===== src/prf_pkg.sv =====
// shared word type and default sizing for the banked register file
// bank count must be a power of two and at least 2
// register count must be a multiple of the bank count

package prf_pkg;

    // ------------------------------------------------------------------------
    // data word

    localparam int DATA_WIDTH = 32;

    // one physical register value
    typedef logic [DATA_WIDTH-1:0] data_t;

    // ------------------------------------------------------------------------
    // default sizes, overridable at the top level

    // physical registers in total
    localparam int DEF_PR_COUNT = 64;

    // banks, selected by the low register number bits
    localparam int DEF_BANK_COUNT = 4;

    // read requesters sharing the two ports of each bank
    localparam int DEF_RR_COUNT = 4;

    // writeback requesters sharing the single write port of each bank
    localparam int DEF_WR_COUNT = 4;

endpackage


===== src/prf_bank_ram.sv =====
// one bank of the register file, depth PR_COUNT / BANK_COUNT
// two asynchronous read ports, one clocked write port
// contents clear to zero on reset, no write-to-read bypass
`timescale 1ns/1ps

module prf_bank_ram #(
    parameter int PR_COUNT   = prf_pkg::DEF_PR_COUNT,
    parameter int BANK_COUNT = prf_pkg::DEF_BANK_COUNT,
    localparam int DEPTH     = PR_COUNT / BANK_COUNT,
    localparam int UPPER_W   = $clog2(PR_COUNT) - $clog2(BANK_COUNT)
) (
    input  logic                CLK,
    input  logic                nRST,
    input  logic [UPPER_W-1:0]  rd_index0,
    input  logic [UPPER_W-1:0]  rd_index1,
    output prf_pkg::data_t      rd_data0,
    output prf_pkg::data_t      rd_data1,
    input  logic                wr_en,
    input  logic [UPPER_W-1:0]  wr_index,
    input  prf_pkg::data_t      wr_data
);

    prf_pkg::data_t mem [DEPTH];

    // ------------------------------------------------------------------------
    // read ports

    // old value seen during the write cycle
    assign rd_data0 = mem[rd_index0];
    assign rd_data1 = mem[rd_index1];

    // ------------------------------------------------------------------------
    // write port

    always_ff @(posedge CLK or negedge nRST) begin
        if (!nRST) begin
            for (int i = 0; i < DEPTH; i++) begin
                mem[i] <= '0;
            end
        end else if (wr_en) begin
            mem[wr_index] <= wr_data;
        end
    end

endmodule


===== config.mk =====
export PLATFORM = sky130hd
export DESIGN_NAME = prf_bank_ram
export DESIGN_NICKNAME = d
export VERILOG_FILES = /design/src/prf_pkg.sv /design/src/prf_bank_ram.sv
export SDC_FILE = /design/constraint.sdc
export NUM_CORES = 1
export LEC_CHECK = 0
export BUFFER_PORTS_ARGS = -buffer_cell sky130_fd_sc_hd__clkbuf_2
export CAP_MARGIN = 20
export CELL_PAD_IN_SITES_DETAIL_PLACEMENT = 1
export CELL_PAD_IN_SITES_GLOBAL_PLACEMENT = 2
export CORE_MARGIN = 2
export CORE_UTILIZATION = 45
export CTS_BUF_LIST = sky130_fd_sc_hd__clkbuf_8
export DETAILED_ROUTE_END_ITERATION = 12
export PLACE_DENSITY = 0.81
export SLEW_MARGIN = 15
export SYNTH_ARGS = -nofsm -noshare
export SYNTH_HDL_FRONTEND = slang
export SYNTH_SLANG_ARGS = --single-unit

===== constraint.sdc =====
create_clock -name CLK -period 3.8 [get_ports CLK]
set_input_delay 0.19 -clock CLK [delete_from_list [all_inputs] [get_ports CLK]]
set_output_delay 0.19 -clock CLK [all_outputs]
set_load 0.005 [all_outputs]

* After elaboration in Yosys (flattened, before gate mapping)
Cells that the tools add are included.
** Storage, ports and cells
- Output and inout port bits :: 64
- Logic and storage cells :: 33
- Bits in registers :: 512
** Cells by class
- Muxes and demuxes :: 9
- Bitwise operators :: 3
- Reductions and logical operators :: 1
- Order comparisons :: 4
** Operator list (count)
- bitwise mux 512 bit :: 1
- binary-select mux 32 bit (select 4 bit) :: 2
- 2-to-1 mux 32 bit :: 5
- demux 32 bit (select 4 bit) :: 1
- >= comparator 5 bit, second input constant :: 3
- inverter 4 -> 5 bit :: 3
- less-than comparator 5 x 1 -> 1 bit, second input constant :: 1
- logical AND 1 bit :: 1

* Longest topological paths before layout
Gate-level depths: netlist (run 1).
- Depth after elaboration :: 6
- Gate-level depth with buffers :: 5

* Worst setup path before layout (run 1)
OpenSTA, ideal clock, no wires.
- Path kind :: input to output
- Start point :: input port rd_index1[0]
- End point :: output port rd_data1[11]
- Buffers on the path :: 2
- Stages :: 5
- Arrival :: 1.509 ns
- Data required time :: 3.610 ns
- Setup slack :: 2.101 ns
- Path through :: buf_2 -> buf_2 -> mux4_2 -> a22oi_1 -> nand2_1
** Between the ends
- Cells in the longest elaborated chain, start to end :: 4
** Ends and longest elaborated chain
- start, declared :: RTL line prf_bank_ram.sv:15 : input logic [UPPER_W-1:0] rd_index1,
- inverter 4 -> 5 bit (implied by the code) :: RTL line prf_bank_ram.sv:30 : assign rd_data1 = mem[rd_index1];
- binary-select mux 32 bit (select 4 bit) :: RTL line prf_bank_ram.sv:30
- 2-to-1 mux 32 bit (implied by the code) (2 in a row) :: RTL line prf_bank_ram.sv:30
- end, declared :: RTL line prf_bank_ram.sv:17 : output prf_pkg::data_t rd_data1,
No other way between the ends. The select of a mux whose other input is x is not followed.

* Worst setup path in the final report (run 1)
- Start point :: register mem[412] in the netlist's numbering
- End point :: output port rd_data1[28]
** Between the ends
- Cells in the longest elaborated chain, start to end :: 3
** Ends and longest elaborated chain
- start, declared :: RTL line prf_bank_ram.sv:23 : prf_pkg::data_t mem [DEPTH];
- start signal, assigned by index :: RTL line prf_bank_ram.sv:41 : mem[wr_index] <= wr_data;
- binary-select mux 32 bit (select 4 bit) :: RTL line prf_bank_ram.sv:30
- 2-to-1 mux 32 bit (implied by the code) (2 in a row) :: RTL line prf_bank_ram.sv:30
No other way between the ends. The select of a mux whose other input is x is not followed.

==> impl_metrics.csv, run 1 <==
group,metric,value,unit
placement,dpl.hpwl,44820,um
drt,ant_nets,0,
power_and_ir_drop,vdd_drop_max,0.2587,mV
logic_synthesis,syn_avg_cell_area,15.79,um2
power_and_ir_drop,p_leak,12.68,nW
clocking,post_cts_resized,0,
setup_path,start_kind,"register",
clocking,root_buffer,"clkbuf_8",
clocking,clkLatencyLatePin,0.67,ns
timing,fin_skew,0,ns
drt,vias,16400,
setup_path,cp_data_arrival_time,2.21,ns
global_route,grt_antenna_before_repair,0,
clocking,clk_path_buf_depth,3,
logic_synthesis,synth-seq-cells,512,
placement,place_congestion,0.7733,
timing,finalSetupViolCount,0,
global_route,globalRouteOverflowTotal,0,
global_route,grt_pass1_wl,115400,um
logic_synthesis,synth_edf_count,0,
cells_and_area,synthToLayoutAreaGrowth,13.53,%
logic_synthesis,syn_area,26450,um2
timing,period_share,63.26,%
logic_synthesis,syn_inst,1675,
setup_path,crit_path_end_kind,"output pin",
logic_synthesis,yosysTopAreaCell,"dfrtp_1",
logic_synthesis,synth_top_cell_area_share,48.43,%
clocking,cts_tree,"yes",
die,ios,111,
global_route,grt_pass1_vias,18460,
placement,dp.cells,2427,
global_route,grt_usage,25.21,%
drt,wire_per_inst,28.29,um
clocking,hold_buffers,26,
drt,wl,74000,um
global_route,grt_max_degree,149,
die,die_w,246.5,um
drt,drc_errors,0,
logic_synthesis,syn_nets,1722,
timing,period_minus_slack,2.404,ns
placement,io_buffers,110,
drt,viasPerCell,6.267,
timing,slew_viol_final,0,
logic_synthesis,seq_area_frac_synth,48.43,%
cells_and_area,nFillCells,5484,
setup_path,worstSetupPathType,"reg -> out",
timing,rsz0062_at_grt,"no",
setup_path,crit_fanout,3,
cells_and_area,drive_above_1_share,58.00,%
timing,hold_viol_final,0,
logic_synthesis,ys.warnings.count,0,
die,start_util,45.67,%
die,die_area,60740,um2
power_and_ir_drop,power,0.01669,W
placement,placed_area,27890,um2
clocking,ctsHtreeMaxLevel,3,
logic_synthesis,synthMostInstantiatedCell,"dfrtp_1",
logic_synthesis,synthFlopType,"dfrtp_1",
status,status,"completed",
die,die_h,246.5,um
setup_path,required,3.61,ns
power_and_ir_drop,cellPowerDensity,555.8,nW/um2
cells_and_area,fin_area,30030,um2
cells_and_area,nets,1827,
clocking,path_clk_slew,0.06,ns
timing,clock.fmax,416.0,MHz
hold_path,hp-class,"in -> reg",
clocking,numCtsBuffers,90,
flow_run,maxCapViolCount,0,
logic_synthesis,synth_area_leaders,"dfrtp_1 (48%), mux4_2 (22%), mux2_2 (21%), a22oi_1 (3.6%), buf_2 (1.3%)",
drt,firstDrtPassIters,5,
clocking,postCtsSetupBuffers,0,
timing,fin_tns_setup,0,ns
logic_synthesis,async_reset_ff_share,100.0,%
cells_and_area,stdcell_count,2616,
cells_and_area,largest_register_ffs,512,
timing,worst_pin_slew,1.117,ns
die,core,57920,um2
timing,slew_headroom,25.51,%
drt,drt_iter0_markers,1075,
logic_synthesis,synth_common_cells,"dfrtp_1 (512), mux2_2 (502), mux4_2 (256), a22oi_1 (128), clkbuf_1 (92)",
die,rows,88,
logic_synthesis,ys_types,18,
cells_and_area,largest-register,"mem",
clocking,cts.sinks,512,
cells_and_area,reg_top3,"mem: 512 flops",
==> area by class of cell <==
class                           count  area [um2]  area share, %
Sequential cell                   512       12810          42.66
Antenna cell                        1       2.502       0.008332
Clock inverter                     46       286.5         0.9540
Timing Repair Buffer              184        1339          4.458
Clock buffer                      116        1597          5.316
Multi-Input combinational cell    992       13040          43.42
Tap cell                          765       957.2          3.187
==> worst paths after layout <==
check                            startpoint            to  slack [ns]  cells after the start
worst max-delay path               mem[412]  rd_data1[28]        1.40                      4
worst min-delay path            wr_data[27]      mem[219]        0.04                      2
worst max register to register     mem[229]      mem[229]        2.97                      1
worst min register to register     mem[454]      mem[454]        0.51                      1
max in group asynchronous              nRST       mem[19]        2.51                      3
min in group asynchronous              nRST      mem[133]        0.06                      2
==> metal layers <==
metal / track usage (%) / part of all wire, % / up-vias / wire length (um)
met2: 41.51 / 50 / 417 / 36810
met3: 3.486 / 4.3 / 96 / 3161
li1: - / - / 6773 / -
met4: 7.583 / 2.0 / 0 / 1455
met1: 34.98 / 44 / 9109 / 32580
met5: 0 / 0 / - / 0
==> metrics by stage <==
| stage | util, % | setup slack, ns | hold slack (ns) |
|---|---|---|---|
| finish | 51.86 | 1.396 | 0.04470 |
| global route | 51.85 | 1.283 | 0.05891 |
| detailed placement | 48.15 | 1.342 | 0.1695 |
| floorplan | - | 2.101 | -0.1056 |
| global placement | 48.15 | 1.391 | 0.1622 |
| CTS | 51.85 | 1.378 | 0.001278 |
==> kinds of logic (layout without fill, tap and decap cells) <==
logic type	Yosys count	after routing	synth area share [%]
AOI/OAI and AO/OA	128	128	3.633
buffers and inverters	171	346	2.776
DFF	512	512	48.43
muxes	768	768	43.59
other	0	1	0
and+or+nand+nor	96	96	1.566
==> layout by cell type, fill, tap and decap left out <==
cell type      Yosys  routed
dfrtp_1          512     512
mux2_2           502     502
mux4_2           256     256
a22oi_1          128     128
clkbuf_8           0     116
clkbuf_2           0     105
nand2_1           66      65
buf_4              1      38
inv_1              0      29
dlygate4sd3_1      0      26
nor2_4             0      11
mux2_1            10      10
buf_12             0      10
clkinv_2           0       8
nor2b_4            0       5
clkinvlp_4         0       4
nand3b_1           3       3
bufinv_16          0       3
buf_8              0       3
and2_2             0       2
nand2b_1           4       2
nand2b_2           0       2
or3_2              0       2
inv_6              0       2
buf_6              0       2
diode_2            0       1
nand3_1            1       1
nor2_1            12       1
nor3b_2            1       1
nand2_2            0       1
==> power by group <==
part           total, W  switching, W  internal (W)
Clock           0.00525       0.00232       0.00294
Sequential      0.00768      0.000946       0.00674
Combinational   0.00376       0.00139       0.00236
Total            0.0167       0.00466        0.0120
==> critical path, cell delays in order, from the launching register on <==
cell and delay, ns:
dfrtp_1 0.39, mux4_2 0.48, a22oi_1 0.37, nand2_1 0.16, clkbuf_2 0.14
Power figures use the tool's default switching activity.
==> inputs of run 2 (changes only) <==
Settings changed: CORE_UTILIZATION 45 to 43.
Clock period 3.8 ns to 1.93 ns, I/O delays scaled along.
==> impl_metrics.csv, run 2 (synthesized netlist as in run 1, its figures left out) <==
group,metric,value,unit
drt,wire_per_inst,29.41,um
status,status,"finished with violations",
global_route,met2_usage,43.25,%
timing,slew_headroom,38.41,%
cells_and_area,largest_register_ffs,512,
setup_path,crit_family,"multiplexers",
clocking,clk_path_buf_depth,3,
clocking,ctsHtreeMaxLevel,3,
timing,setup_ws,-0.2504,ns
cells_and_area,synthToLayoutAreaGrowth,20.24,%
die,die_area,63520,um2
clocking,clkLatencyLatePin,0.66,ns
global_route,grt_pass1_vias,19290,
drt,vias,17000,
placement,dpl.hpwl,46170,um
timing,clock.fmax,458.6,MHz
setup_path,r2r-end,"mem[439]",
flow_run,maxCapViolCount,0,
setup_path,cp_slowest_cell,"mux4_2",
global_route,grt_use_met3,4.333,%
drt,ant_nets,0,
setup_path,worstSetupPathType,"reg -> out",
clocking,cts_tree,"yes",
drt,firstDrtPassIters,5,
drt,drc_errors,0,
cells_and_area,layout_common_cells,"dfrtp_1 (512), mux2_2 (502), mux4_2 (256), clkbuf_8 (120)",
setup_path,crit-reg2reg-launch,"mem[439]",
clocking,numCtsBuffers,90,
placement,place_congestion,0.7545,
setup_path,cp_data_arrival_time,2.08,ns
cells_and_area,drive_above_1_share,65.65,%
timing,hold_viol_final,0,
placement,io_buffers,110,
cells_and_area,final_util,52.50,%
die,core,60580,um2
setup_path,required,1.83,ns
cells_and_area,nFillCells,5618,
timing,finalSetupViolCount,64,
die,die_w,252.0,um
timing,period_minus_slack,2.180,ns
power_and_ir_drop,power,0.03353,W
power_and_ir_drop,cellPowerDensity,1054,nW/um2
die,rows,90,
cells_and_area,final_common_cell,"dfrtp_1",
clocking,path_clk_slew,0.06,ns
timing,rsz0062_at_grt,"yes",
setup_path,reg2regPathDepth,3,
hold_path,hp-class,"in -> async",
timing,worst_pin_slew,0.9208,ns
power_and_ir_drop,p_leak,13.29,nW
global_route,grt_usage,25.89,%
cells_and_area,reg_top3,"mem: 512 flops",
die,ios,111,
global_route,busiest_layer,"met2",
setup_path,crit_buf_inv,1,
timing,holdWs,0.06177,ns
global_route,grt_pass1_wl,123200,um
timing,slew_viol_final,0,
cells_and_area,nets,1914,
die,start_util,43.66,%
setup_path,cp_cell_sequence,"mux4_2 -> a22oi_2 -> nand2_1 -> clkbuf_2",
setup_path,start_kind,"register",
die,die_h,252.0,um
global_route,met1_usage,34.58,%
setup_path,slowest_delay,0.51,ns
drt,drt_iter0_markers,1131,
drt,wl,79790,um
setup_path,crit_fanout,3,
power_and_ir_drop,vdd_drop_max,0.4663,mV
timing,period_share,113.0,%
global_route,grt_antenna_before_repair,3,
setup_path,crit_path_end_kind,"output pin",
placement,place_ws,0.1454,ns
timing,fin_skew,0,ns
clocking,cts.sinks,512,
global_route,grt_max_degree,108,
global_route,globalRouteOverflowTotal,0,
setup_path,r2r_setup_slack,0.88,ns
clocking,root_buffer,"clkbuf_8",
drt,viasPerCell,6.267,
cells_and_area,largest-register,"mem",
status,violations,"negative setup slack",
## run 2: through the flow
stage	cells	cell area [um2]	setup TNS, ns
global placement	2496	28900	0
floorplan	1675	26450	0
CTS	2700	31560	-11.80
detailed placement	2496	28900	0
global route	2713	31810	-12.86
finish	2713	31810	-8.472
## run 2: metal layers
layer | vias to the layer above | share of wire [%]
met5 | - | 0.028
met1 | 9403 | 42
met4 | 4 | 2.7
met3 | 153 | 5.0
li1 | 6940 | -
met2 | 502 | 50
## run 2: final cells by class
type	count	area (um2)	area share, %
multi-input cells	992	13600	42.77
flip-flops and latches	512	12810	40.28
repair buffers	271	2613	8.214
clock buffers	120	1652	5.193
well taps	782	978.4	3.076
clock inverters	35	145.1	0.4563
diodes	1	2.502	0.007868
## run 2: timing repair
action | in CTS | in global routing
pin swaps | 107 | 35
endpoints found under the setup margin | 64 | 64
hold buffers | 34 | 0
hold endpoints to repair | 1024 | 0
gates resized for setup | 91 | 34
setup buffers | 15 | 12
## run 2: where the power goes
group / internal [W] / switching [W]
clock network: 0.00549 / 0.00454
logic: 0.00516 / 0.00318
registers: 0.0133 / 0.00189
## run 2: how the worst max path moves through the flow
stage / from / endpoint / slack [ns] / cells past startpoint
after floorplan: rd_index1[0] / rd_data1[11] / 0.42 / 5
after global placement: rd_index0[0] / rd_data0[23] / 0.17 / 6
after detailed placement: rd_index0[0] / rd_data0[23] / 0.15 / 6
after CTS: mem[137] / rd_data1[9] / -0.26 / 4
after global routing: mem[439] / rd_data0[23] / -0.27 / 4
final: mem[439] / rd_data0[23] / -0.25 / 4
## run 2: worst min-delay path: cells and delay by family
kind | cells | cell delay [ns]
buffers and inverters | 3 | 0.99
