[src/prf_pkg.sv]
// shared word type and default sizing for the banked register file
// bank count must be a power of two and at least 2
// register count must be a multiple of the bank count

package prf_pkg;

    // ------------------------------------------------------------------------
    // data word

    localparam int DATA_WIDTH = 32;

    // one physical register value
    typedef logic [DATA_WIDTH-1:0] data_t;

    // ------------------------------------------------------------------------
    // default sizes, overridable at the top level

    // physical registers in total
    localparam int DEF_PR_COUNT = 64;

    // banks, selected by the low register number bits
    localparam int DEF_BANK_COUNT = 4;

    // read requesters sharing the two ports of each bank
    localparam int DEF_RR_COUNT = 4;

    // writeback requesters sharing the single write port of each bank
    localparam int DEF_WR_COUNT = 4;

endpackage

[src/prf_read_stage.sv]
// keeps unacknowledged read requests and retries them every cycle
// a requester may not raise a new request while one is held
// bank read indexes are registered here, data follows from the RAM
`timescale 1ns/1ps

module prf_read_stage #(
    parameter int PR_COUNT   = prf_pkg::DEF_PR_COUNT,
    parameter int BANK_COUNT = prf_pkg::DEF_BANK_COUNT,
    parameter int RR_COUNT   = prf_pkg::DEF_RR_COUNT,
    localparam int LOG_PR    = $clog2(PR_COUNT),
    localparam int LOG_BANK  = $clog2(BANK_COUNT),
    localparam int UPPER_W   = LOG_PR - LOG_BANK
) (
    input  logic                                CLK,
    input  logic                                nRST,
    input  logic [RR_COUNT-1:0]                 reg_read_req_valid,
    input  logic [RR_COUNT-1:0][LOG_PR-1:0]     reg_read_req_pr,
    input  logic [BANK_COUNT-1:0][RR_COUNT-1:0] rd_grant0_by_bank,
    input  logic [BANK_COUNT-1:0][RR_COUNT-1:0] rd_grant1_by_bank,
    input  logic [RR_COUNT-1:0]                 reg_read_ack,
    output logic [BANK_COUNT-1:0][RR_COUNT-1:0] rd_valid_by_bank,
    output logic [BANK_COUNT-1:0][UPPER_W-1:0]  rd_index0_by_bank,
    output logic [BANK_COUNT-1:0][UPPER_W-1:0]  rd_index1_by_bank
);

    typedef logic [LOG_PR-1:0] pr_t;

    logic [RR_COUNT-1:0]                held_valid;
    pr_t [RR_COUNT-1:0]                 held_pr;
    logic [RR_COUNT-1:0]                merged_valid;
    pr_t [RR_COUNT-1:0]                 merged_pr;
    logic [BANK_COUNT-1:0][UPPER_W-1:0] next_index0;
    logic [BANK_COUNT-1:0][UPPER_W-1:0] next_index1;

    always_comb begin
        rd_valid_by_bank = '0;
        for (int r = 0; r < RR_COUNT; r++) begin
            merged_valid[r] = held_valid[r] | reg_read_req_valid[r];
            merged_pr[r] = held_valid[r] ? held_pr[r] : reg_read_req_pr[r];
            rd_valid_by_bank[merged_pr[r][LOG_BANK-1:0]][r] = merged_valid[r];
        end
    end

    // upper bits of each port winner
    always_comb begin
        for (int b = 0; b < BANK_COUNT; b++) begin
            next_index0[b] = '0;
            next_index1[b] = '0;
            for (int r = 0; r < RR_COUNT; r++) begin
                next_index0[b] |= merged_pr[r][LOG_PR-1:LOG_BANK]
                                  & {UPPER_W{rd_grant0_by_bank[b][r]}};
                next_index1[b] |= merged_pr[r][LOG_PR-1:LOG_BANK]
                                  & {UPPER_W{rd_grant1_by_bank[b][r]}};
            end
        end
    end

    // indexes reset so the RAM is read at entry 0 after reset
    always_ff @(posedge CLK or negedge nRST) begin
        if (!nRST) begin
            held_valid <= '0;
            rd_index0_by_bank <= '0;
            rd_index1_by_bank <= '0;
        end else begin
            held_valid <= merged_valid & ~reg_read_ack;
            rd_index0_by_bank <= next_index0;
            rd_index1_by_bank <= next_index1;
        end
    end

    always_ff @(posedge CLK) begin
        held_pr <= merged_pr;
    end

    // requester waits for the ack before asking again
    a_no_new_while_held: assert property (@(posedge CLK) disable iff (!nRST)
        (held_valid & reg_read_req_valid) == '0);

endmodule

[config.mk]
export PLATFORM = sky130hd
export DESIGN_NAME = prf_read_stage
export DESIGN_NICKNAME = d
export VERILOG_FILES = /design/src/prf_pkg.sv /design/src/prf_read_stage.sv
export SDC_FILE = /design/constraint.sdc
export NUM_CORES = 1
export LEC_CHECK = 0
export ABC_CLOCK_PERIOD_IN_PS = 1480
export BUFFER_PORTS_ARGS = -buffer_cell sky130_fd_sc_hd__buf_4
export CAP_MARGIN = 20
export CELL_PAD_IN_SITES_DETAIL_PLACEMENT = 2
export CELL_PAD_IN_SITES_GLOBAL_PLACEMENT = 2
export CORE_ASPECT_RATIO = 0.7
export CORE_UTILIZATION = 28
export CTS_CLUSTER_DIAMETER = 80
export DETAILED_ROUTE_END_ITERATION = 8
export PLACE_DENSITY_LB_ADDON = 0.05
export SYNTH_ARGS = -nofsm -noshare
export SYNTH_HDL_FRONTEND = slang
export SYNTH_SLANG_ARGS = --single-unit
[constraint.sdc]
create_clock -name CLK -period 1.48 [get_ports CLK]
set_clock_uncertainty 0.05 [all_clocks]
set_input_delay 0.148 -clock CLK [delete_from_list [all_inputs] [get_ports CLK]]
set_output_delay 0.148 -clock CLK [all_outputs]
set_load 0.05 [all_outputs]
# Word level (Yosys, flattened, before mapping)

Index checks and enable logic that the tools add are counted.
Widths: inputs -> output; s select.

Register bits: 60
Input port bits: 66
Output and inout port bits: 48
Word-level logic and storage cells: 103

$lt $le $gt $ge: 8
Multiplexer cells: 15
Bitwise operators: 63
Reductions and logical operators: 4

Operators with widths:

| kind               | number |
|---|---|
| $and 4x4->4        | 33 |
| $or 4x4->4         | 24 |
| $bwmux 16          | 3 |
| $demux 4 s2        | 4 |
| $mux 6             | 4 |
| $and 16x16->16     | 1 |
| $lt 2x3->1 const B | 4 |
| $ge 2x1->1 const B | 4 |
| $logic_and 1x1->1  | 4 |
| $mux 4             | 1 |
| $not 4->4          | 1 |
| $or 1x1->1         | 4 |
| $mux 3             | 1 |
| $mux 2             | 1 |
| $mux 1             | 1 |

# Depth between registers and ports, before layout

Gate-level depths: netlist of the first run.

Word-level depth: 9
Gate-level depth with buffers: 4
Mapped depth without buffers: 3

# Worst setup path after synthesis of the first run

OpenSTA, ideal clock, no wires.

Path kind: register to output
Start point: reg held_valid[2]
End point: out rd_valid_by_bank[10] in the netlist's numbering
Data arrival time: 1.512 ns
Required time: 1.282 ns
Slack: -0.230 ns
Cell stages (with the launch flop): 5
Path buffers: 1
Cells stage by stage: dfrtp_1 buf_4 mux2i_1 inv_2 nor2_1

RTL lines:

| what                   | line                 | text |
|---|---|---|
| start, declared        | prf_read_stage.sv:28 | `logic [RR_COUNT-1:0] held_valid;` |
| start signal, assigned | prf_read_stage.sv:65 | `held_valid <= merged_valid & ~reg_read_ack;` |
| end, declared          | prf_read_stage.sv:21 | `output logic [BANK_COUNT-1:0][RR_COUNT-1:0] rd_valid_by_bank,` |

==> run metrics, run 1 <==
status=finished, violations left; failing checks=negative setup slack; drt total wl=13,500 microns; CTS tree=built; DR DRC count=0; site row count=28; I/O pins=114; Worst Hold End=held_valid[1]$_DFF_PN0_; top_reg_cell synth=dfrtp_1; post-synth net total=298; # diodes=0; setup violators final=between 40 and 50; Hold Crit Class=in -> reg; HPWL Detailed=roughly 6900 microns; max-slew violation count=0; area of the multi-input gates=1740 sq um; clk_lat worst skew=0.33 ns; Final Hold Violating Endpoints=0; Buffers on Ports=113; Avg Cell Area, Syn=11.0 sq um; Worst Hold Path Cells=3; Cell variety after synth=16; nets@finish=about 460; largest net degree at the start of global routing=37; GRT Total Usage=between 20 and 30%; worst r2r dst=rd_index1_by_bank[0]$_DFF_PN0_; Slew HR=66.3%; Area contributors post-synth=dfrtp_1 35%, dfxtp_1 19%, a22oi_1 19%, mux2_4 7.1%, nand2_1 4.7%; Reg2Reg Launch Point=held_valid[0]$_DFF_PN0_; post-synthesis sequential area ratio=54.1%; cell taking the most area after synthesis=dfrtp_1; Syn. warnings=0; Synth top area share=between 30% and 40%; LEAKAGE=2.11 nW; Post-synth EDFFs=0; Crit Path Category=reg -> reg; FF-to-FF path depth=6; RSZ-0062 raised after global routing=true; Iter 0 DRT Violations=143; Vias/cell=5.43; Worst Tran Pin Value=0.505 ns; Pwr Density=1250 nW/um^2; Fillers=867; min Tclk post-route=1.74 ns; CTS max path bufs=2; CP delay by family, top=flip-flops; buffers and inverters on the worst path=3; RD Place Congestion=0.762; crit path max-delay cell type=dfrtp_1; area grow syn2layout=88.6%; DR pass1 iterations=4; critical path depth in cells=6; maximum VDD drop=0.745 mV; CP peak stage delay=approximately 0.4 ns; ANT nets after route=0; setup ws final=-0.257 ns; Synth async-reset ratio=60.0%; period utilization=117%; WHS=between 0.007 and 0.008 ns; most instantiated library cell after synthesis=a22oi_1; critical path arrival=between 1.5 and 2 ns; drt wl/cell=25.9 microns; initial antenna violation count=0; ranking of synthesized cells by instance count=64 x a22oi_1, 36 x dfrtp_1, 32 x nand2_1, 25 x nor2_1, 24 x dfxtp_1; Root Driver=clkbuf_16; grt ovf=0; DIE AREA=~9500 sq um; H-tree levels=3; max cap viols=0; CTS Buf Count=9; via count=2,841; Initial Utilization=29.5%; #FFs+latches synth=60; CP Capture Type=register; share of layout cells above drive strength 1=between 60% and 70%; Worst setup SP type=register; Die Y=between 80 and 90 microns; die extent in x=116 microns; worst path cell trace=buf_4 -> buf_6 -> buf_8 -> mux2_4 -> a22oi_2 -> nand2_1; Reg2Reg Setup Slack=-0.26 ns; FMAX=576 MHz; hold path startpoint=reg_read_req_valid[1]; Clock Sinks=60; register area=1390 sq um; Synth Instances=about 230; Crit path required time=1.63 ns; mapped cell area=2550 sq um; vias in the first global route=3,126; Final Power=between 0.005 and 0.006 W; core area=8650 sq um; first-pass GRT wire length=roughly 18,000 microns; Crit Path Max Fanout=6; Clock transition at path regs=0.05 ns
what timing repair did:
action                                  CTS  global route
setup buffers                             9             6
pin swaps                                26            33
gates resized for setup                  92            41
cloned                                    9             2
endpoints found under the setup margin   24            49
hold endpoints to repair                 40             0
hold buffers                              8             0
metal layers:
metal	vias to the layer above	track usage, %	part of all wire (%)
met5	-	0	0
met1	1452	33.1	40
met2	133	44.6	51
met4	0	11.9	3.3
met3	37	6.64	6.4
li1	1219	-	-
worst max path at each step:
stage | from | endpoint | slack [ns]
3_5_place_dp | held_valid[1]$_DFF_PN0_ | rd_index0_by_bank[13]$_DFF_PN0_ | -0.03
3_3_place_gp | held_valid[3]$_DFF_PN0_ | rd_index1_by_bank[2]$_DFF_PN0_ | 0.03
2_1_floorplan | held_valid[0]$_DFF_PN0_ | rd_valid_by_bank[0] | -0.21
5_1_grt | held_valid[0]$_DFF_PN0_ | rd_valid_by_bank[12] | -0.29
4_1_cts | held_valid[3]$_DFF_PN0_ | rd_valid_by_bank[3] | -0.21
6_report | held_valid[0]$_DFF_PN0_ | rd_index1_by_bank[0]$_DFF_PN0_ | -0.26
worst register-to-register path, stage by stage, from the launching register on:
cell and delay [ns]:
dfrtp_1 0.41, buf_4 0.15, buf_6 0.12, buf_8 0.13, mux2_4 0.37, a22oi_2 0.25
nand2_1 0.12
logic make-up (layout without fill, tap and decap cells):
| kind of cell | count (synthesis) | after routing | synth area share, % |
|---|---|---|---|
| AOI/OAI and AO/OA | 72 | 72 | 20.4 |
| and+or+nand+nor | 65 | 65 | 10.9 |
| DFF | 60 | 60 | 54.1 |
| muxes | 24 | 35 | 12.2 |
| buffers and inverters | 11 | 171 | 2.50 |
registers in the layout, summed over array words and instances, names as in the netlist:
signal             flops
held_pr               24
held_valid             4
rd_index0_by_bank     16
rd_index1_by_bank     16
area by class of cell:
class	count	area share (%)
repair buffers	148	25.7
inverters	7	0.546
flip-flops and latches	60	28.8
clock buffers	14	5.48
clock inverters	2	0.208
well taps	120	3.12
multi-input cells	172	36.1
per-stage QoR:
step / utilization, % / TNS [ns] / setup WS (ns) / std cells / instance area (sq um)
floorplan: - / -1.40 / -0.212 / 232 / 2590
global placement: 42.1 / 0 / 0.0257 / 474 / 3650
detailed placement: 42.1 / -0.0554 / -0.0271 / 474 / 3650
CTS: 52.7 / -3.26 / -0.213 / 515 / 4560
global route: 55.7 / -8.23 / -0.292 / 523 / 4820
finish: 55.7 / -6.34 / -0.257 / 523 / 4820
report_power, final:
group / internal, W / switching [W]
registers: 0.00182 / 0.000115
clock network: 0.00122 / 0.000753
logic: 0.000801 / 0.00129
layout by cell type, fill, tap and decap left out, types with 9 or more instances in the layout:
master | Yosys | layout
a22oi_2 | 0 | 56
buf_4 | 2 | 112
buf_6 | 2 | 27
clkbuf_16 | 0 | 9
dfrtp_1 | 36 | 33
dfxtp_1 | 24 | 24
mux2_4 | 12 | 26
nand2_1 | 32 | 32
nor2_1 | 25 | 13
No activity file was read; power rests on OpenSTA's default activity.
==> run 2: changes to the inputs <==
Settings changed: SKIP_LAST_GASP from default to 1.
==> run metrics, run 2 (same netlist as run 1, synthesis figures left out) <==
critical path arrival=1.51 ns; die extent in x=roughly 120 microns; Worst setup SP type=register; I/O pins=114; GRT Total Usage=26.1%; Worst Tran Pin Value=0.528 ns; CP Capture Type=primary output; setup violators final=46; Clock transition at path regs=0.05 ns; Layout Cells excl Fill=slightly above 500; vias in the first global route=between 3,000 and 4,000; min Tclk post-route=around 1.7 ns; Root Driver=clkbuf_16; Reg with most FFs=held_pr; worst path cell trace=buf_6 -> mux2i_4 -> inv_2 -> nor2_2 -> buf_6; via count=2,796; FMAX=584 MHz; commonest non-fill, non-tap cell in the layout=buf_4; CTS max path bufs=2; CTS Buf Count=9; Crit path required time=1.28 ns; most used cell, CP=buf_6; maximum VDD drop=about 0.63 mV; H-tree levels=3; drt wl/cell=about 26 microns; HPWL Detailed=6870 microns; # diodes=0; Die Y=81.9 microns; CP peak stage delay=0.41 ns; max-slew violation count=0; DP Area=3650 sq um; grt ovf=0; Hold Crit Class=in -> reg; Worst Hold Path Cells=3; RSZ-0062 raised after global routing=true; status=finished, violations left; FF-to-FF path depth=5; ANT nets after route=0; setup ws final=-0.232 ns; nets@finish=460; Crit Path Max Fanout=4; max cap viols=0; Slew HR=64.8%; CTS tree=built; DR pass1 iterations=4; biggest registers after layout=held_pr (24), rd_index0_by_bank (16), rd_index1_by_bank (16); area grow syn2layout=85.3%; Setup TNS Final=-4.84 ns; core area=8650 sq um; initial antenna violation count=0; largest net degree at the start of global routing=37; LEAKAGE=approximately 2.1 nW; DR DRC count=0; Vias/cell=5.39; period utilization=116%; Pwr Density=~1300 nW/um^2; DIE AREA=9510 sq um; crit path max-delay cell type=dfrtp_2; site row count=28; Crit Path Category=reg -> out; Iter 0 DRT Violations=133; share of layout cells above drive strength 1=66.2%; number of flip-flops in the largest register=24; hold path startpoint=reg_read_req_valid[1]; drt total wl=approximately 13,000 microns; RD Place Congestion=between 0.7 and 0.8; Initial Utilization=29.5%; worst slack at placement=-0.0271 ns; Worst Hold End=held_valid[1]$_DFF_PN0_; worst r2r dst=rd_index0_by_bank[9]$_DFF_PN0_; final instance area=between 4000 and 5000 sq um; Final Hold Violating Endpoints=0; Reg2Reg Launch Point=held_valid[0]$_DFF_PN0_; first-pass GRT wire length=17,600 microns; Reg2Reg Setup Slack=-0.16 ns; most frequent cells in the layout=111 x buf_4, 48 x a22oi_2, 33 x dfrtp_1; clk_lat worst skew=approximately 0.33 ns; failing checks=negative setup slack; placed insts=474; Clock Sinks=60; Buffers on Ports=113
[run 2: area by class of cell]
class,instances,area (sq um)
Sequential cell,60,1390
Clock buffer,14,264
Timing Repair Buffer,145,1210
Fill cell,868,3920
Tap cell,120,150
Inverter,7,26.3
Multi-Input combinational cell,171,1690
Clock inverter,2,10.0
[run 2: worst max-delay path by stage]
stage / end / startpoint / slack [ns] / depth (start not counted)
6_report: rd_valid_by_bank[3] / held_valid[3]$_DFF_PN0_ / -0.23 / 5
5_1_grt: rd_valid_by_bank[3] / held_valid[3]$_DFF_PN0_ / -0.30 / 5
4_1_cts: rd_valid_by_bank[3] / held_valid[3]$_DFF_PN0_ / -0.21 / 5
3_5_place_dp: rd_index0_by_bank[13]$_DFF_PN0_ / held_valid[1]$_DFF_PN0_ / -0.03 / 4
3_3_place_gp: rd_index1_by_bank[2]$_DFF_PN0_ / held_valid[3]$_DFF_PN0_ / 0.03 / 4
2_1_floorplan: rd_valid_by_bank[0] / held_valid[0]$_DFF_PN0_ / -0.21 / 4
[run 2: what timing repair did]
item                                    CTS  global route
endpoints found under the setup margin   24            49
gates resized for setup                  66            56
buffers inserted                          9             3
gates cloned                              9             1
hold endpoints to repair                 40             0
hold buffers                              8             0
pin swaps                                20            23
[run 2: routing by layer]
| layer | vias to the layer above | global-route usage [%] | wire [microns] |
|---|---|---|---|
| met5 | - | 0 | 0 |
| met4 | 0 | 10.8 | 347 |
| met3 | 28 | 7.90 | 895 |
| met2 | 132 | 42.3 | 6880 |
| met1 | 1426 | 32.5 | 5260 |
| li1 | 1210 | - | - |
[run 2: power by group]
part	switching, W	total, W	internal, W
sequential	0.000114	0.00194	0.00182
clock	0.000743	0.00196	0.00122
combinational	0.00127	0.00205	0.000778
[run 2: critical path: cells and delay by family (launching register included)]
| family | cells | cell delay, ns |
|---|---|---|
| AND/OR/NAND/NOR | 1 | 0.12 |
| buffers and inverters | 3 | 0.40 |
| multiplexers | 1 | 0.24 |
| flip-flops | 1 | 0.41 |
[run 2: stage by stage]
| stage | utilization [%] | total power, W | hold slack (ns) |
|---|---|---|---|
| 6_report | 54.7 | 0.00595 | 0.00319 |
| 5_1_grt | 54.7 | 0.00614 | 0.0122 |
| 4_1_cts | 51.3 | 0.00573 | 0.00297 |
| 3_5_place_dp | 42.1 | 0.00354 | 0.107 |
| 3_3_place_gp | 42.1 | 0.00350 | 0.109 |
| 2_1_floorplan | - | 0.00288 | -0.198 |
==> run 3: changes to the inputs <==
Settings changed: ABC_CLOCK_PERIOD_IN_PS 1480 to default, RECOVER_POWER from default to 50.
==> run metrics, run 3 (same netlist as run 1, synthesis figures left out) <==
initial antenna violation count=0; CTS max path bufs=2; RD Place Congestion=around 0.76; FMAX=between 500 and 600 MHz; Final Hold Violating Endpoints=0; HPWL Detailed=6870 microns; ANT nets after route=0; DIE AREA=about 9500 sq um; most used cell, CP=buf_6; Hold Crit Class=in -> reg; Crit Path Category=reg -> out; max cap viols=0; Vias/cell=5.34; Buffers on Ports=around 110; nets@finish=460; CP peak stage delay=0.44 ns; worst r2r dst=rd_index0_by_bank[9]$_DFF_PN0_; commonest non-fill, non-tap cell in the layout=buf_4; Iter 0 DRT Violations=133; min Tclk post-route=~1.7 ns; crit path max-delay cell type=dfrtp_2; worst path cell trace=buf_6 -> nor3b_4 -> a21oi_2 -> nor2_2 -> buf_6; hold path startpoint=reg_read_req_valid[1]; Crit path required time=between 1 and 1.5 ns; GRT Total Usage=26.1%; I/O pins=114; FF-to-FF path depth=5; Worst Hold End=held_valid[1]$_DFF_PN0_; maximum VDD drop=0.627 mV; Reg2Reg Launch Point=held_valid[3]$_DFF_PN0_; status=finished, violations left; Worst Hold Path Cells=3; RSZ-0062 raised after global routing=true; final instance area=4730 sq um; DR DRC count=0; WHS=roughly 0.0074 ns; CTS Buf Count=9; share of layout cells above drive strength 1=66.2%; Reg2Reg Setup Slack=-0.17 ns; biggest registers after layout=held_pr (24), rd_index0_by_bank (16), rd_index1_by_bank (16); period utilization=115%; Setup TNS Final=-4.75 ns; clk_lat worst skew=0.33 ns; Crit Path Max Fanout=4; CTS tree=built; Pwr Density=1260 nW/um^2; Initial Utilization=29.5%; grt ovf=0; drt wl/cell=~26 microns; Die Y=between 80 and 90 microns; vias in the first global route=~3,000; drt total wl=13,400 microns; # diodes=0; Root Driver=clkbuf_16; Clock Sinks=60; Worst Tran Pin Value=1.04 ns; Clock transition at path regs=0.05 ns; CP Capture Type=primary output; largest net degree at the start of global routing=37; Slew HR=30.8%; H-tree levels=3; setup violators final=46; site row count=28; most frequent cells in the layout=110 x buf_4, 48 x a22oi_2, 33 x dfrtp_1; first-pass GRT wire length=17,600 microns; Worst setup SP type=register; core area=8650 sq um; Final Power=0.00594 W; LEAKAGE=approximately 2.1 nW; DP Area=3650 sq um; die extent in x=116 microns; failing checks=negative setup slack; via count=2,774; max-slew violation count=0; DR pass1 iterations=4; Reg with most FFs=held_pr; setup ws final=-0.228 ns; number of flip-flops in the largest register=24; area grow syn2layout=85.2%; critical path arrival=around 1.5 ns
-- run 3: cell count changes in the layout (fill, tap and decap cells not counted), sizes merged --
| cell | previous run | this run |
|---|---|---|
| buf | 137 | 136 |
| clkbuf | 14 | 15 |
-- run 3: how the worst max path moves through the flow --
stage / startpoint / endpoint / cells past startpoint
4_1_cts: held_valid[3]$_DFF_PN0_ / rd_valid_by_bank[3] / 5
6_report: held_valid[3]$_DFF_PN0_ / rd_valid_by_bank[3] / 5
5_1_grt: held_valid[3]$_DFF_PN0_ / rd_valid_by_bank[3] / 5
3_5_place_dp: held_valid[1]$_DFF_PN0_ / rd_index0_by_bank[13]$_DFF_PN0_ / 4
2_1_floorplan: held_valid[0]$_DFF_PN0_ / rd_valid_by_bank[0] / 4
3_3_place_gp: held_valid[3]$_DFF_PN0_ / rd_index1_by_bank[2]$_DFF_PN0_ / 4
-- run 3: routing by layer --
| layer | vias up | wire length (microns) | global-route usage [%] |
|---|---|---|---|
| met1 | 1411 | 5280 | 32.5 |
| met4 | 0 | 279 | 10.8 |
| met5 | - | 0 | 0 |
| li1 | 1210 | - | - |
| met2 | 131 | 6910 | 42.3 |
| met3 | 22 | 896 | 7.90 |
-- run 3: where the power goes --
group	internal [W]	switching (W)
logic	0.000777	0.00127
registers	0.00182	0.000115
clock network	0.00122	0.000734
-- run 3: repair_timing --
action / in CTS / in global routing
gates resized for setup: 66 / 56
pin swaps: 20 / 23
setup buffers: 9 / 3
hold buffers: 8 / 0
hold endpoints to repair: 40 / 0
endpoints found under the setup margin: 24 / 49
gates cloned: 9 / 1
-- run 3: worst max-delay path: cells and delay by family, from the launching register on --
kind,cells,cell delay [ns]
simple gates,2,0.33
compound gates,1,0.08
buf+inv,2,0.31
flops,1,0.44
-- run 3: final cells by class --
cell class / count / area (sq um)
inverters: 7 / 26.3
flip-flops and latches: 60 / 1390
well taps: 120 / 150
repair buffers: 145 / 1200
clock buffers: 14 / 264
fillers: 868 / 3930
clock inverters: 2 / 10.0
multi-input cells: 171 / 1690
-- run 3: stage by stage --
| stage | utilization, % | setup slack (ns) | instances |
|---|---|---|---|
| 2_1_floorplan | - | -0.212 | 232 |
| 3_3_place_gp | 42.1 | 0.0257 | 474 |
| 3_5_place_dp | 42.1 | -0.0271 | 474 |
| 4_1_cts | 51.3 | -0.213 | 515 |
| 5_1_grt | 54.6 | -0.296 | 519 |
| 6_report | 54.6 | -0.228 | 519 |
