File: config.mk
export PLATFORM = sky130hd
export DESIGN_NAME = prf_wb_stage
export DESIGN_NICKNAME = d
export VERILOG_FILES = /design/src/prf_pkg.sv /design/src/prf_wb_stage.sv
export SDC_FILE = /design/constraint.sdc
export NUM_CORES = 1
export LEC_CHECK = 0
export BUFFER_PORTS_ARGS = -buffer_cell sky130_fd_sc_hd__buf_2
export CAP_MARGIN = 40
export CORE_MARGIN = 4
export CORE_UTILIZATION = 35
export CTS_CLUSTER_DIAMETER = 150
export DETAILED_ROUTE_END_ITERATION = 16
export PLACE_DENSITY = 0.65
export SLEW_MARGIN = 15
export SYNTH_ARGS = -nofsm -noshare
export SYNTH_HDL_FRONTEND = slang
export SYNTH_SLANG_ARGS = --single-unit
export TNS_END_PERCENT = 20
File: constraint.sdc
create_clock -name CLK -period 1.65 [get_ports CLK]
set_input_delay 0.2475 -clock CLK [delete_from_list [all_inputs] [get_ports CLK]]
set_output_delay 0.2475 -clock CLK [all_outputs]
set_load 0.01 [all_outputs]
File: src/prf_pkg.sv
// shared word type and default sizing for the banked register file
// bank count must be a power of two and at least 2
// register count must be a multiple of the bank count

package prf_pkg;

    // ------------------------------------------------------------------------
    // data word

    localparam int DATA_WIDTH = 32;

    // one physical register value
    typedef logic [DATA_WIDTH-1:0] data_t;

    // ------------------------------------------------------------------------
    // default sizes, overridable at the top level

    // physical registers in total
    localparam int DEF_PR_COUNT = 64;

    // banks, selected by the low register number bits
    localparam int DEF_BANK_COUNT = 4;

    // read requesters sharing the two ports of each bank
    localparam int DEF_RR_COUNT = 4;

    // writeback requesters sharing the single write port of each bank
    localparam int DEF_WR_COUNT = 4;

endpackage

File: src/prf_wb_stage.sv
// holds the oldest unacknowledged writeback of each requester
// wb_ready drops only when a held entry meets a new valid writeback
// the requester must then keep its inputs steady until wb_ready rises
// bank write registers also feed the writeback bus
`timescale 1ns/1ps

module prf_wb_stage #(
    parameter int PR_COUNT   = prf_pkg::DEF_PR_COUNT,
    parameter int BANK_COUNT = prf_pkg::DEF_BANK_COUNT,
    parameter int WR_COUNT   = prf_pkg::DEF_WR_COUNT,
    localparam int LOG_PR    = $clog2(PR_COUNT),
    localparam int LOG_BANK  = $clog2(BANK_COUNT),
    localparam int UPPER_W   = LOG_PR - LOG_BANK
) (
    input  logic                                CLK,
    input  logic                                nRST,
    input  logic [WR_COUNT-1:0]                 wb_valid,
    input  prf_pkg::data_t [WR_COUNT-1:0]       wb_data,
    input  logic [WR_COUNT-1:0][LOG_PR-1:0]     wb_pr,
    input  logic [BANK_COUNT-1:0][WR_COUNT-1:0] wb_grant_by_bank,
    output logic [WR_COUNT-1:0]                 wb_ready,
    output logic [BANK_COUNT-1:0][WR_COUNT-1:0] wb_valid_by_bank,
    output logic [BANK_COUNT-1:0]               wr_en_by_bank,
    output logic [BANK_COUNT-1:0][UPPER_W-1:0]  wr_index_by_bank,
    output prf_pkg::data_t [BANK_COUNT-1:0]     wr_data_by_bank
);

    typedef logic [LOG_PR-1:0]  pr_t;
    typedef logic [UPPER_W-1:0] upper_t;

    // held entry per requester
    logic [WR_COUNT-1:0]            held_valid;
    prf_pkg::data_t [WR_COUNT-1:0]  held_data;
    pr_t [WR_COUNT-1:0]             held_pr;

    // held entry takes precedence over the new one
    logic [WR_COUNT-1:0]            merged_valid;
    prf_pkg::data_t [WR_COUNT-1:0]  merged_data;
    pr_t [WR_COUNT-1:0]             merged_pr;
    logic [WR_COUNT-1:0]            wb_ack;

    prf_pkg::data_t [BANK_COUNT-1:0] next_wr_data;
    upper_t [BANK_COUNT-1:0]         next_wr_index;

    assign wb_ready = ~(wb_valid & held_valid);

    always_comb begin
        wb_valid_by_bank = '0;
        for (int w = 0; w < WR_COUNT; w++) begin
            merged_valid[w] = held_valid[w] | wb_valid[w];
            merged_data[w] = held_valid[w] ? held_data[w] : wb_data[w];
            merged_pr[w] = held_valid[w] ? held_pr[w] : wb_pr[w];
            // sort into bank by low register bits
            wb_valid_by_bank[merged_pr[w][LOG_BANK-1:0]][w] = merged_valid[w];
        end
    end

    always_comb begin
        wb_ack = '0;
        for (int b = 0; b < BANK_COUNT; b++) begin
            wb_ack |= wb_grant_by_bank[b];
            // one-hot mux of the bank winner
            next_wr_data[b] = '0;
            next_wr_index[b] = '0;
            for (int w = 0; w < WR_COUNT; w++) begin
                next_wr_data[b] |= merged_data[w] & {prf_pkg::DATA_WIDTH{wb_grant_by_bank[b][w]}};
                next_wr_index[b] |= merged_pr[w][LOG_PR-1:LOG_BANK]
                                    & {UPPER_W{wb_grant_by_bank[b][w]}};
            end
        end
    end

    always_ff @(posedge CLK or negedge nRST) begin
        if (!nRST) begin
            held_valid <= '0;
            wr_en_by_bank <= '0;
        end else begin
            held_valid <= merged_valid & ~wb_ack;
            for (int b = 0; b < BANK_COUNT; b++) begin
                wr_en_by_bank[b] <= |wb_grant_by_bank[b];
            end
        end
    end

    // payload, qualified by the valid bits above
    always_ff @(posedge CLK) begin
        held_data <= merged_data;
        held_pr <= merged_pr;
        wr_data_by_bank <= next_wr_data;
        wr_index_by_bank <= next_wr_index;
    end

    // stalled requester keeps the same writeback on its inputs
    for (genvar w = 0; w < WR_COUNT; w++) begin : g_chk
        a_stall_held: assert property (@(posedge CLK) disable iff (!nRST)
            !wb_ready[w] |=> wb_valid[w] && $stable(wb_pr[w]) && $stable(wb_data[w]));
    end

endmodule

Word level (Yosys, flattened, before mapping)
Index checks and enable logic that the tools add are counted.
{"block": "op_classes", "n_addsub": 0, "magnitude_cmp": 8, "n_reduce_logical": 8, "n_eq_ne": 0, "div": 0, "shifts": 0, "mux": 19, "bitwise": 68, "multipliers": 0}
{"op": "32-bit AND", "count": 16}
{"op": "32-bit OR", "count": 12}
{"op": "32-bit two-way mux", "count": 4}
{"op": "4-bit AND", "count": 18}
{"op": "4-bit OR", "count": 15}
{"op": "16-bit bitwise mux", "count": 3}
{"op": "4-bit demux with 2-bit select", "count": 4}
{"op": "6-bit two-way mux", "count": 4}
{"op": "16-bit AND", "count": 1}
{"op": "4-bit OR reduction", "count": 4}
{"op": "2-bit by 3-bit < comparator with 1-bit output, second input constant", "count": 4}
{"op": "2-bit by 1-bit >= comparator with 1-bit output, second input constant", "count": 4}
{"op": "4-bit inverter", "count": 2}
{"op": "1-bit logical AND", "count": 4}
{"op": "4-bit two-way mux", "count": 1}
{"op": "1-bit OR", "count": 4}
{"op": "3-bit two-way mux", "count": 1}
{"op": "2-bit two-way mux", "count": 1}
{"op": "1-bit two-way mux", "count": 1}
{"block": "totals", "mem_bits_rw": 0, "word_cells": 121, "register_bits": 304, "latchBits": 0, "output_inout_bits": 168, "rom_bits": 0, "mem_count": 0, "in_bits": 174}

Logic depth before layout (Yosys ltp)
Gate-level depths: netlist of the first run.
{"block": "depth", "ltp_word": 9, "ltp_mapped": 5, "depth_no_buf": 3}

Worst setup path after synthesis of the first run
No wires, ideal clock.
{"block": "synth_timing", "path_type": "register to output", "from": "register held_valid[2]", "to": "output wb_valid_by_bank[10] in the netlist's numbering", "path_stages_with_launch": 6, "path_buffers": 2, "slack_ps": 283, "arrival_ps": 1120, "cell_sequence": "dfrtp_1 buf_6 buf_6 mux2i_1 inv_2 nor2_1"}
{"element": "start, declared", "line": "prf_wb_stage.sv:32", "text": "logic [WR_COUNT-1:0] held_valid;"}
{"element": "start signal, assigned", "line": "prf_wb_stage.sv:78", "text": "held_valid <= merged_valid & ~wb_ack;"}
{"element": "end, declared", "line": "prf_wb_stage.sv:22", "text": "output logic [BANK_COUNT-1:0][WR_COUNT-1:0] wb_valid_by_bank,"}

==> results.ini, run 1 <==
[status]
violations=negative setup slack
status=finished, violations left

[power_and_ir_drop]
p_leak_nw=7.278
peakVddDrop_v=0.0006876
powerDensity_mw_per_mm2=1121
power_mw=18.95

[routing]
drc=0
final_antenna_net_count=0
drt_iter0_markers=741
drt_pre_antenna_iters=6
vias_per_cell=5.416
vias=10260
wl_mm=45.09
wl_per_cell_um=23.79

[die]
ios=342
num_rows=67
initial_utilization_pct=35.35
core_area_mm2=0.03345
die_x_um=191.8
die_h_um=191.8
die_area_mm2=0.03679

[min_path]
hp-class=in2reg

[clocking]
clock_sinks=304
cts_buffer_depth=3
cts_tree=built
cts-root-buf=clkbuf_16
clkLatencyLatePin_ns=0.51
h-tree-depth=2
cts.clk_slew.worst_paths_ns=0.06
cts_buffers=34

[timing]
skew_ns=0.01362
slew-limit-headroom_pct=48.93
fin_ws_ns=-0.2619
fin_crit_sh_pct=115.9
setup_violations=78
fin_crit_ns=1.912
drv_slew=0
max_freq_ghz=0.5230
hold_viol=0
hold-worst-slack_ns=0.01580
worstMarginPinSlew_ns=0.7660
tns_ns=-5.323
rsz0062_at_grt=true

[grt]
grt_max_degree=23
gr-usage-all-layers_pct=22.60
antenna_found_initial=7
grt_pass1_vias=10190
grt_pass1_wl_mm=63.27
grt_overflow=0

[placement]
place.gp.congestion=0.7906
dp_hpwl_mm=29.20
port_buffers=341
placed_cells=1774

[final_layout]
layout_common_cells=buf_2, dfxtp_1, a22oi_2
nets=1591
syn2layout_area_growth_pct=42.92
layout-drive-gt1-share_pct=56.66
finalNonFillerCells=1895
layout_commonest_cell=buf_2
postLayoutCoreUtil_pct=50.53

[critical_path]
cp.arrival_ns=1.66
critPathKind=reg2out
cp-end-kind=output pin
required_ns=1.40
worstSetupStartpointType=flop
cp_max_fo=5

[yosys]
yosysSeqAreaShare_pct=51.80
netlist_instances=1028
synthesis.nets=1202
yosysUniqueCellTypes=23
synthesis.area_mm2=0.01183
synth-seq-cells=304
ys_warn_count=0
syn_area_per_cell_um2=11.50

[job]
drv_cap=0

==> layer usage <==
metal  global-route usage [%]  vias up  wire (um)
met4                    8.508        6       1498
li1                         -     4587          -
met3                    4.435      124       3401
met1                    29.01     5012      18290
met5                        0        -         44
met2                    37.71      534      21850
==> power breakdown <==
part / internal [mW] / switching [mW] / total [mW]
registers: 7.92 / 0.179 / 8.10
logic: 1.33 / 1.66 / 2.99
clock network: 4.82 / 3.04 / 7.85
==> cell usage after synthesis (all sizes together) <==
library cell | instances | area share, %
o21a | 4 | 0.25
and3b | 4 | 0.30
inv | 6 | 0.19
dfrtp | 8 | 1.7
nor3b | 2 | 0.13
mux2 | 148 | 18
a21oi | 8 | 0.34
a22oi | 288 | 18
nand2 | 148 | 4.7
dfxtp | 296 | 50
clkbuf | 60 | 1.9
nor4 | 4 | 0.21
buf | 24 | 2.5
nor2 | 18 | 0.57
nor2b | 2 | 0.11
or4 | 4 | 0.25
mux2i | 4 | 0.34
==> timing repair <==
item	4_1_cts	5_1_grt
pin swaps	52	109
cloned	0	2
hold endpoints to repair	27	1
setup buffers	14	20
setup endpoints to repair	18	156
resized for setup	92	145
hold buffers	20	1
==> sequential cells by signal (all words and copies together), names as in the netlist <==
register and flops:
held_pr 24, held_data 128, held_valid 4, wr_en_by_bank 4
wr_index_by_bank 16, wr_data_by_bank 128
==> cell families after synthesis <==
family / synth area share [%]
flops: 51.80
compound gates: 18.88
simple gates: 6.264
mux: 18.50
buf+inv: 4.560
==> metrics by stage <==
stage	setup WS [ns]	instance area, um^2
4_1_cts	-0.2599	16000
3_3_place_gp	0.1247	14100
2_1_floorplan	0.2825	11830
6_report	-0.2619	16900
3_5_place_dp	0.08999	14100
5_1_grt	-0.3230	16900
==> worst max-delay path: stages (launching register included) <==
cell and delay [ns]:
dfrtp_4 0.51, buf_8 0.14, buf_4 0.13, a21oi_1 0.16, nor2_1 0.06, buf_2 0.15
==> layout make-up <==
type / count / area, um^2
sequential: 304 / 6141
clock inverter: 12 / 166.4
inverter: 6 / 22.52
timing repair buffer: 437 / 2830
clock buffer: 49 / 991.0
fill: 2916 / 16550
multi-input combinational: 634 / 6176
antenna: 5 / 12.51
tap: 448 / 560.5
==> final timing paths <==
check                                   start                    to  slack [ns]  cells after the start
worst min register to register  held_data[86]         held_data[86]        0.50                      1
worst min-delay path                 wb_pr[7]            held_pr[7]        0.02                      3
worst max register to register  held_valid[3]   wr_data_by_bank[27]       -0.09                      6
worst max-delay path            held_valid[2]  wb_valid_by_bank[14]       -0.26                      5
min in group asynchronous                nRST      wr_en_by_bank[1]        0.19                      2
max in group asynchronous                nRST         held_valid[3]        1.13                      2
(Power assumes the default switching activity.)
==> run 2: changes to the inputs <==
- CTS_BUF_LIST: not set -> sky130_fd_sc_hd__clkbuf_16
==> results.ini, run 2 (synthesis gave the netlist of run 1 again) <==
[timing]
fin_crit_ns=1.911  ; was 1.912 ns
worstMarginPinSlew_ns=0.7836  ; was 0.7660 ns
rsz0062_at_grt=true  ; unchanged
skew_ns=0.01331  ; was 0.01362 ns
setup_violations=71  ; was 78
hold_viol=0  ; unchanged
fin_ws_ns=-0.2614  ; was -0.2619 ns
fin_crit_sh_pct=115.8  ; was 115.9%
slew-limit-headroom_pct=47.76  ; was 48.93%
drv_slew=0  ; unchanged
max_freq_ghz=0.5232  ; was 0.5230 GHz

[routing]
drc=0  ; unchanged
wl_per_cell_um=23.86  ; was 23.79 um
drt_iter0_markers=755  ; was 741
drt_pre_antenna_iters=6  ; unchanged
wl_mm=45.09  ; about the same
vias_per_cell=5.412  ; was 5.416
final_antenna_net_count=0  ; unchanged
vias=10230  ; was 10,260

[clocking]
cts_tree=built  ; unchanged
h-tree-depth=2  ; unchanged
cts_buffer_depth=3  ; unchanged
clock_sinks=304  ; unchanged
cts_buffers=34  ; unchanged
cts.clk_slew.worst_paths_ns=0.06  ; about the same
clkLatencyLatePin_ns=0.51  ; about the same
cts-root-buf=clkbuf_16  ; unchanged

[critical_path]
cp-end-kind=output pin  ; unchanged
critPathKind=reg2out  ; unchanged
rrSetupSlack_ns=-0.09  ; about the same
worstSetupStartpointType=flop  ; unchanged
r2r-end=wr_data_by_bank[27]  ; unchanged
cp_max_fo=5  ; unchanged
required_ns=1.40  ; about the same
cp.arrival_ns=1.66  ; about the same
worstReg2RegStart=held_valid[3]  ; unchanged
reg2regPathDepth=6  ; unchanged

[placement]
port_buffers=341  ; unchanged
placed_cells=1774  ; unchanged
place.gp.congestion=0.7906  ; unchanged
dp_hpwl_mm=29.20  ; unchanged
placed_cell_area_mm2=0.01410  ; unchanged

[die]
num_rows=67  ; unchanged
core_area_mm2=0.03345  ; unchanged
initial_utilization_pct=35.35  ; unchanged
die_area_mm2=0.03679  ; unchanged
ios=342  ; unchanged
die_x_um=191.8  ; unchanged
die_h_um=191.8  ; unchanged

[status]
violations=negative setup slack  ; unchanged
status=finished, violations left  ; unchanged

[min_path]
holdPathEnd=held_pr[7]  ; unchanged
hp-start=wb_pr[7]  ; unchanged
hp-class=in2reg  ; unchanged
holdPathStages=3  ; unchanged

[grt]
grt_util_met2_pct=37.72  ; was 37.71%
met1_usage_pct=29.01  ; unchanged
antenna_found_initial=7  ; unchanged
grt_max_degree=23  ; unchanged
grt_pass1_wl_mm=63.27  ; about the same
use_met3_pct=4.435  ; unchanged
grt_overflow=0  ; unchanged
top_usage_layer=met2  ; unchanged
grt_pass1_vias=10170  ; was 10,190
gr-usage-all-layers_pct=22.60  ; about the same

[final_layout]
nets=1587  ; was 1,591
layout_commonest_cell=buf_2  ; unchanged
final_cell_area_mm2=0.01681  ; was 0.01690 mm^2
layout_common_cells=buf_2, dfxtp_1, a22oi_2  ; unchanged
syn2layout_area_growth_pct=42.20  ; was 42.92%
finalNonFillerCells=1890  ; was 1,895
top_regs=held_data (128), wr_data_by_bank (128), held_pr (24)  ; unchanged
layout-drive-gt1-share_pct=56.33  ; was 56.66%

[power_and_ir_drop]
powerDensity_mw_per_mm2=1117  ; was 1121 mW/mm^2
p_leak_nw=7.276  ; was 7.278 nW
peakVddDrop_v=0.0006856  ; was 0.0006876 V

[job]
drv_cap=0  ; unchanged

==> run 2: worst max path at each step <==
stage	start	endpoint	slack (ns)	depth (start not counted)
5_1_grt	held_valid[1]	wb_valid_by_bank[1]	-0.32	5
2_1_floorplan	held_valid[2]	wb_valid_by_bank[10]	0.28	5
6_report	held_valid[2]	wb_valid_by_bank[14]	-0.26	5
3_3_place_gp	held_valid[0]	wr_data_by_bank[2]	0.12	4
4_1_cts	held_valid[1]	wb_valid_by_bank[9]	-0.26	5
3_5_place_dp	held_valid[0]	wr_data_by_bank[2]	0.09	4
==> run 2: layout make-up <==
class                      count  area [um^2]
fill                        2909        16630
multi-input combinational    634         6158
inverter                       6        22.52
tap                          448        560.5
timing repair buffer         433         2785
clock buffer                  37        925.9
clock inverter                24        211.5
antenna                        4        10.01
sequential                   304         6141
==> run 2: power by group <==
part | internal, mW | leakage [nW] | switching (mW)
combinational | 1.32 | 4.10 | 1.66
sequential | 7.92 | 2.58 | 0.179
clock | 4.66 | 0.597 | 3.04
==> run 2: critical path, stage by stage (launching register included) <==
cell     delay, ns
dfrtp_4       0.51
buf_8         0.14
buf_4         0.13
a21oi_1       0.16
nor2_1        0.06
buf_2         0.15
==> run 2: stage by stage <==
step	utilization (%)	hold WS [ns]	power (mW)	worst slack [ns]	TNS (ns)
floorplan	-	-0.04809	9.651	0.2825	0
global placement	42.15	0.1789	10.76	0.1247	0
detailed placement	42.15	0.1838	10.80	0.08999	0
CTS	47.77	0.00002581	18.67	-0.2601	-12.48
global route	50.26	0.001896	19.49	-0.3234	-9.450
finish	50.27	0.01577	18.79	-0.2614	-5.104
==> run 2: per-layer routing <==
layer | vias up | part of all wire [%]
li1 | 4577 | -
met1 | 4992 | 41
met2 | 535 | 49
met3 | 118 | 7.2
met4 | 6 | 3.2
met5 | - | 0.10
==> run 2: timing repair <==
| item | in CTS | in global routing |
|---|---|---|
| endpoints found under the setup margin | 18 | 156 |
| gates cloned | 0 | 2 |
| pin swaps | 52 | 114 |
| hold buffers | 20 | 1 |
| buffers inserted | 14 | 16 |
| endpoints found under the hold margin | 27 | 1 |
| gates resized for setup | 92 | 134 |
==> run 3: changes to the inputs <==
- ABC_AREA: not set -> 1
- PLACE_DENSITY: 0.65 -> 0.62
==> results.ini, run 3 <==
[final_layout]
finalNonFillerCells=3497  ; was 1,890
regArea_mm2=0.006131  ; was 0.006141 mm^2
syn2layout_area_growth_pct=26.75  ; was 42.20%
multi_input_area_mm2=0.007292  ; was 0.006158 mm^2
postLayoutCoreUtil_pct=44.88  ; was 50.27%
n_antenna_cell=0  ; was 4
nets=3045  ; was 1,587
layout-drive-gt1-share_pct=20.54  ; was 56.33%
final_cell_area_mm2=0.02032  ; was 0.01681 mm^2
layout_commonest_cell=nand2_1  ; was buf_2
top_regs=held_data (128), wr_data_by_bank (128), held_pr (24)  ; unchanged
fillers=4776  ; was 2,909
layout_common_cells=nand2_1, inv_1, nand3_1  ; was buf_2, dfxtp_1, a22oi_2

[yosys]
synth.largest_area_cell=dfxtp_1  ; unchanged
synth-seq-cells=304  ; unchanged
yosysSeqAreaShare_pct=38.21  ; was 51.80%
async_reset_ff_share_pct=2.632  ; unchanged
yosysUniqueCellTypes=18  ; was 23
synthesis.nets=2688  ; was 1,202
syn_area_per_cell_um2=6.378  ; was 11.50 um^2
synth_top_area_share_pct=36.96  ; was 50.11%
ys_warn_count=0  ; unchanged
synth_edf_count=0  ; unchanged
synthTopCellsByCount=nand2_1, inv_1, nand3_1  ; was dfxtp_1, a22oi_1, nand2_1
synth_flop_cell=dfxtp_1  ; unchanged
netlist_instances=2514  ; was 1,028
synthTopCellsByArea=dfxtp_1, nand3_1, nand2_1  ; was dfxtp_1, a22oi_1, mux2_4
synthesis.area_mm2=0.01603  ; was 0.01183 mm^2
synth.most_common_cell=nand2_1  ; was dfxtp_1

[timing]
tns_ns=-2.624  ; was -5.104 ns
rsz0062_at_grt=true  ; unchanged
slew-limit-headroom_pct=55.28  ; was 47.76%
fin_ws_ns=-0.1916  ; was -0.2614 ns
drv_slew=0  ; unchanged
worstMarginPinSlew_ns=0.6708  ; was 0.7836 ns
max_freq_ghz=0.5430  ; was 0.5232 GHz
fin_crit_ns=1.842  ; was 1.911 ns
hold_viol=0  ; unchanged
fin_crit_sh_pct=111.6  ; was 115.8%
skew_ns=0.01873  ; was 0.01331 ns
setup_violations=16  ; was 71

[critical_path]
worstSetupStartpointType=flop  ; unchanged
cp_max_fo=5  ; unchanged
worst-path-buf-inv=3  ; unchanged
cp-end-kind=output pin  ; unchanged
max_stage_delay_ns=0.43  ; was 0.51 ns
required_ns=1.40  ; about the same
cp.arrival_ns=1.59  ; was 1.66 ns
crit_chain=buf_12 -> nor2_4 -> inv_2 -> nand3_4 -> nor2_4 -> buf_6  ; was buf_8 -> buf_4 -> a21oi_1 -> nor2_1 -> buf_2
critPathKind=reg2out  ; unchanged
worst_path_dominant_cell_family=flip-flops  ; unchanged
crit_top_cell=nor2_4
critPathSlowestCell=dfrtp_2  ; was dfrtp_4

[placement]
placed_cell_area_mm2=0.01858  ; was 0.01410 mm^2
dp_hpwl_mm=39.44  ; was 29.20 mm
place.gp.congestion=0.8604  ; was 0.7906
port_buffers=341  ; unchanged
placed_cells=3403  ; was 1,774

[clocking]
cts_buffers=38  ; was 34
clock_sinks=304  ; unchanged
h-tree-depth=2  ; unchanged
cts-root-buf=clkbuf_16  ; unchanged
clkLatencyLatePin_ns=0.56  ; was 0.51 ns
cts_tree=built  ; unchanged
cts_buffer_depth=3  ; unchanged
cts.clk_slew.worst_paths_ns=0.06  ; about the same

[status]
status=finished, violations left  ; unchanged
violations=negative setup slack  ; unchanged

[routing]
final_antenna_net_count=0  ; unchanged
wl_per_cell_um=17.30  ; was 23.86 um
drc=0  ; unchanged
vias=16750  ; was 10,230
drt_pre_antenna_iters=6  ; unchanged
vias_per_cell=4.790  ; was 5.412
wl_mm=60.49  ; was 45.09 mm
drt_iter0_markers=1282  ; was 755

[min_path]
hp-class=in2reg  ; unchanged

[grt]
antenna_found_initial=2  ; was 7
grt_overflow=0  ; unchanged
grt_pass1_wl_mm=90.42  ; was 63.27 mm
grt_max_degree=39  ; was 23
gr-usage-all-layers_pct=23.43  ; was 22.60%
grt_pass1_vias=15900  ; was 10,170

[die]
initial_utilization_pct=35.41  ; was 35.35%
ios=342  ; unchanged
num_rows=78  ; was 67
die_area_mm2=0.04930  ; was 0.03679 mm^2
die_x_um=222.0  ; was 191.8 um
die_h_um=222.0  ; was 191.8 um
core_area_mm2=0.04528  ; was 0.03345 mm^2

[power_and_ir_drop]
power_mw=19.68  ; was 18.79 mW
p_leak_nw=11.94  ; was 7.276 nW
powerDensity_mw_per_mm2=968.5  ; was 1117 mW/mm^2
peakVddDrop_v=0.0006019  ; was 0.0006856 V

[job]
drv_cap=0  ; unchanged

run 3: path summary, 6_finish.rpt:
| check | endpoint | cells after the start | slack (ns) | start |
|---|---|---|---|---|
| max | wb_valid_by_bank[11] | 6 | -0.19 | held_valid[3] |
| min | held_data[10] | 4 | 0.04 | wb_data[10] |
| max reg2reg | wr_data_by_bank[41] | 8 | 0.08 | held_valid[3] |
| min reg2reg | held_pr[7] | 2 | 0.50 | held_pr[7] |
| max in group asynchronous | held_valid[3] | 2 | 1.32 | nRST |
| min in group asynchronous | held_valid[0] | 2 | 0.11 | nRST |
run 3: per-layer routing:
| layer | GRT usage (%) | routed length [um] |
|---|---|---|
| met1 | 31.19 | 25640 |
| met2 | 38.32 | 27470 |
| met3 | 4.290 | 5319 |
| met4 | 8.163 | 2036 |
| met5 | 0 | 23 |
run 3: area by class of cell:
class	count	area share [%]
Sequential cell	304	30.17
Clock inverter	27	1.022
Timing Repair Buffer	417	13.27
Multi-Input combinational cell	1510	35.88
Clock buffer	39	4.802
Inverter	600	11.17
Tap cell	600	3.694
run 3: power by group:
part	switching, mW	total (mW)	leakage [nW]	internal (mW)
combinational	2.15	3.47	8.77	1.32
sequential	0.185	8.13	2.58	7.94
clock	3.34	8.09	0.597	4.75
total	5.68	19.7	11.9	14.0
run 3: metrics by stage:
stage,hold slack [ns],setup slack [ns]
floorplan,-0.04809,0.2753
global placement,0.1400,0.1572
detailed placement,0.1373,0.1178
CTS,0.007494,-0.2625
global route,0.04638,-0.2787
finish,0.03925,-0.1916
run 3: cells by family (layout without fill, tap and decap cells):
family                 count (synthesis)  after routing  share of synthesized area [%]
AND/OR/NAND/NOR                     1510           1510                          44.23
buffers and inverters                700           1083                          17.57
flip-flops                           304            304                          38.21
run 3: timing repair:
item | in CTS | in global routing
pin swaps | 7 | 10
hold endpoints to repair | 15 | 0
buffers inserted | 16 | 2
resized for setup | 31 | 48
hold buffers | 8 | 0
setup endpoints to repair | 19 | 105
cloned | 3 | 0
run 3: worst min-delay path, stage by stage:
cell,delay (ns)
buf_2,0.08
inv_1,0.05
nand2_4,0.08
and2_1,0.11
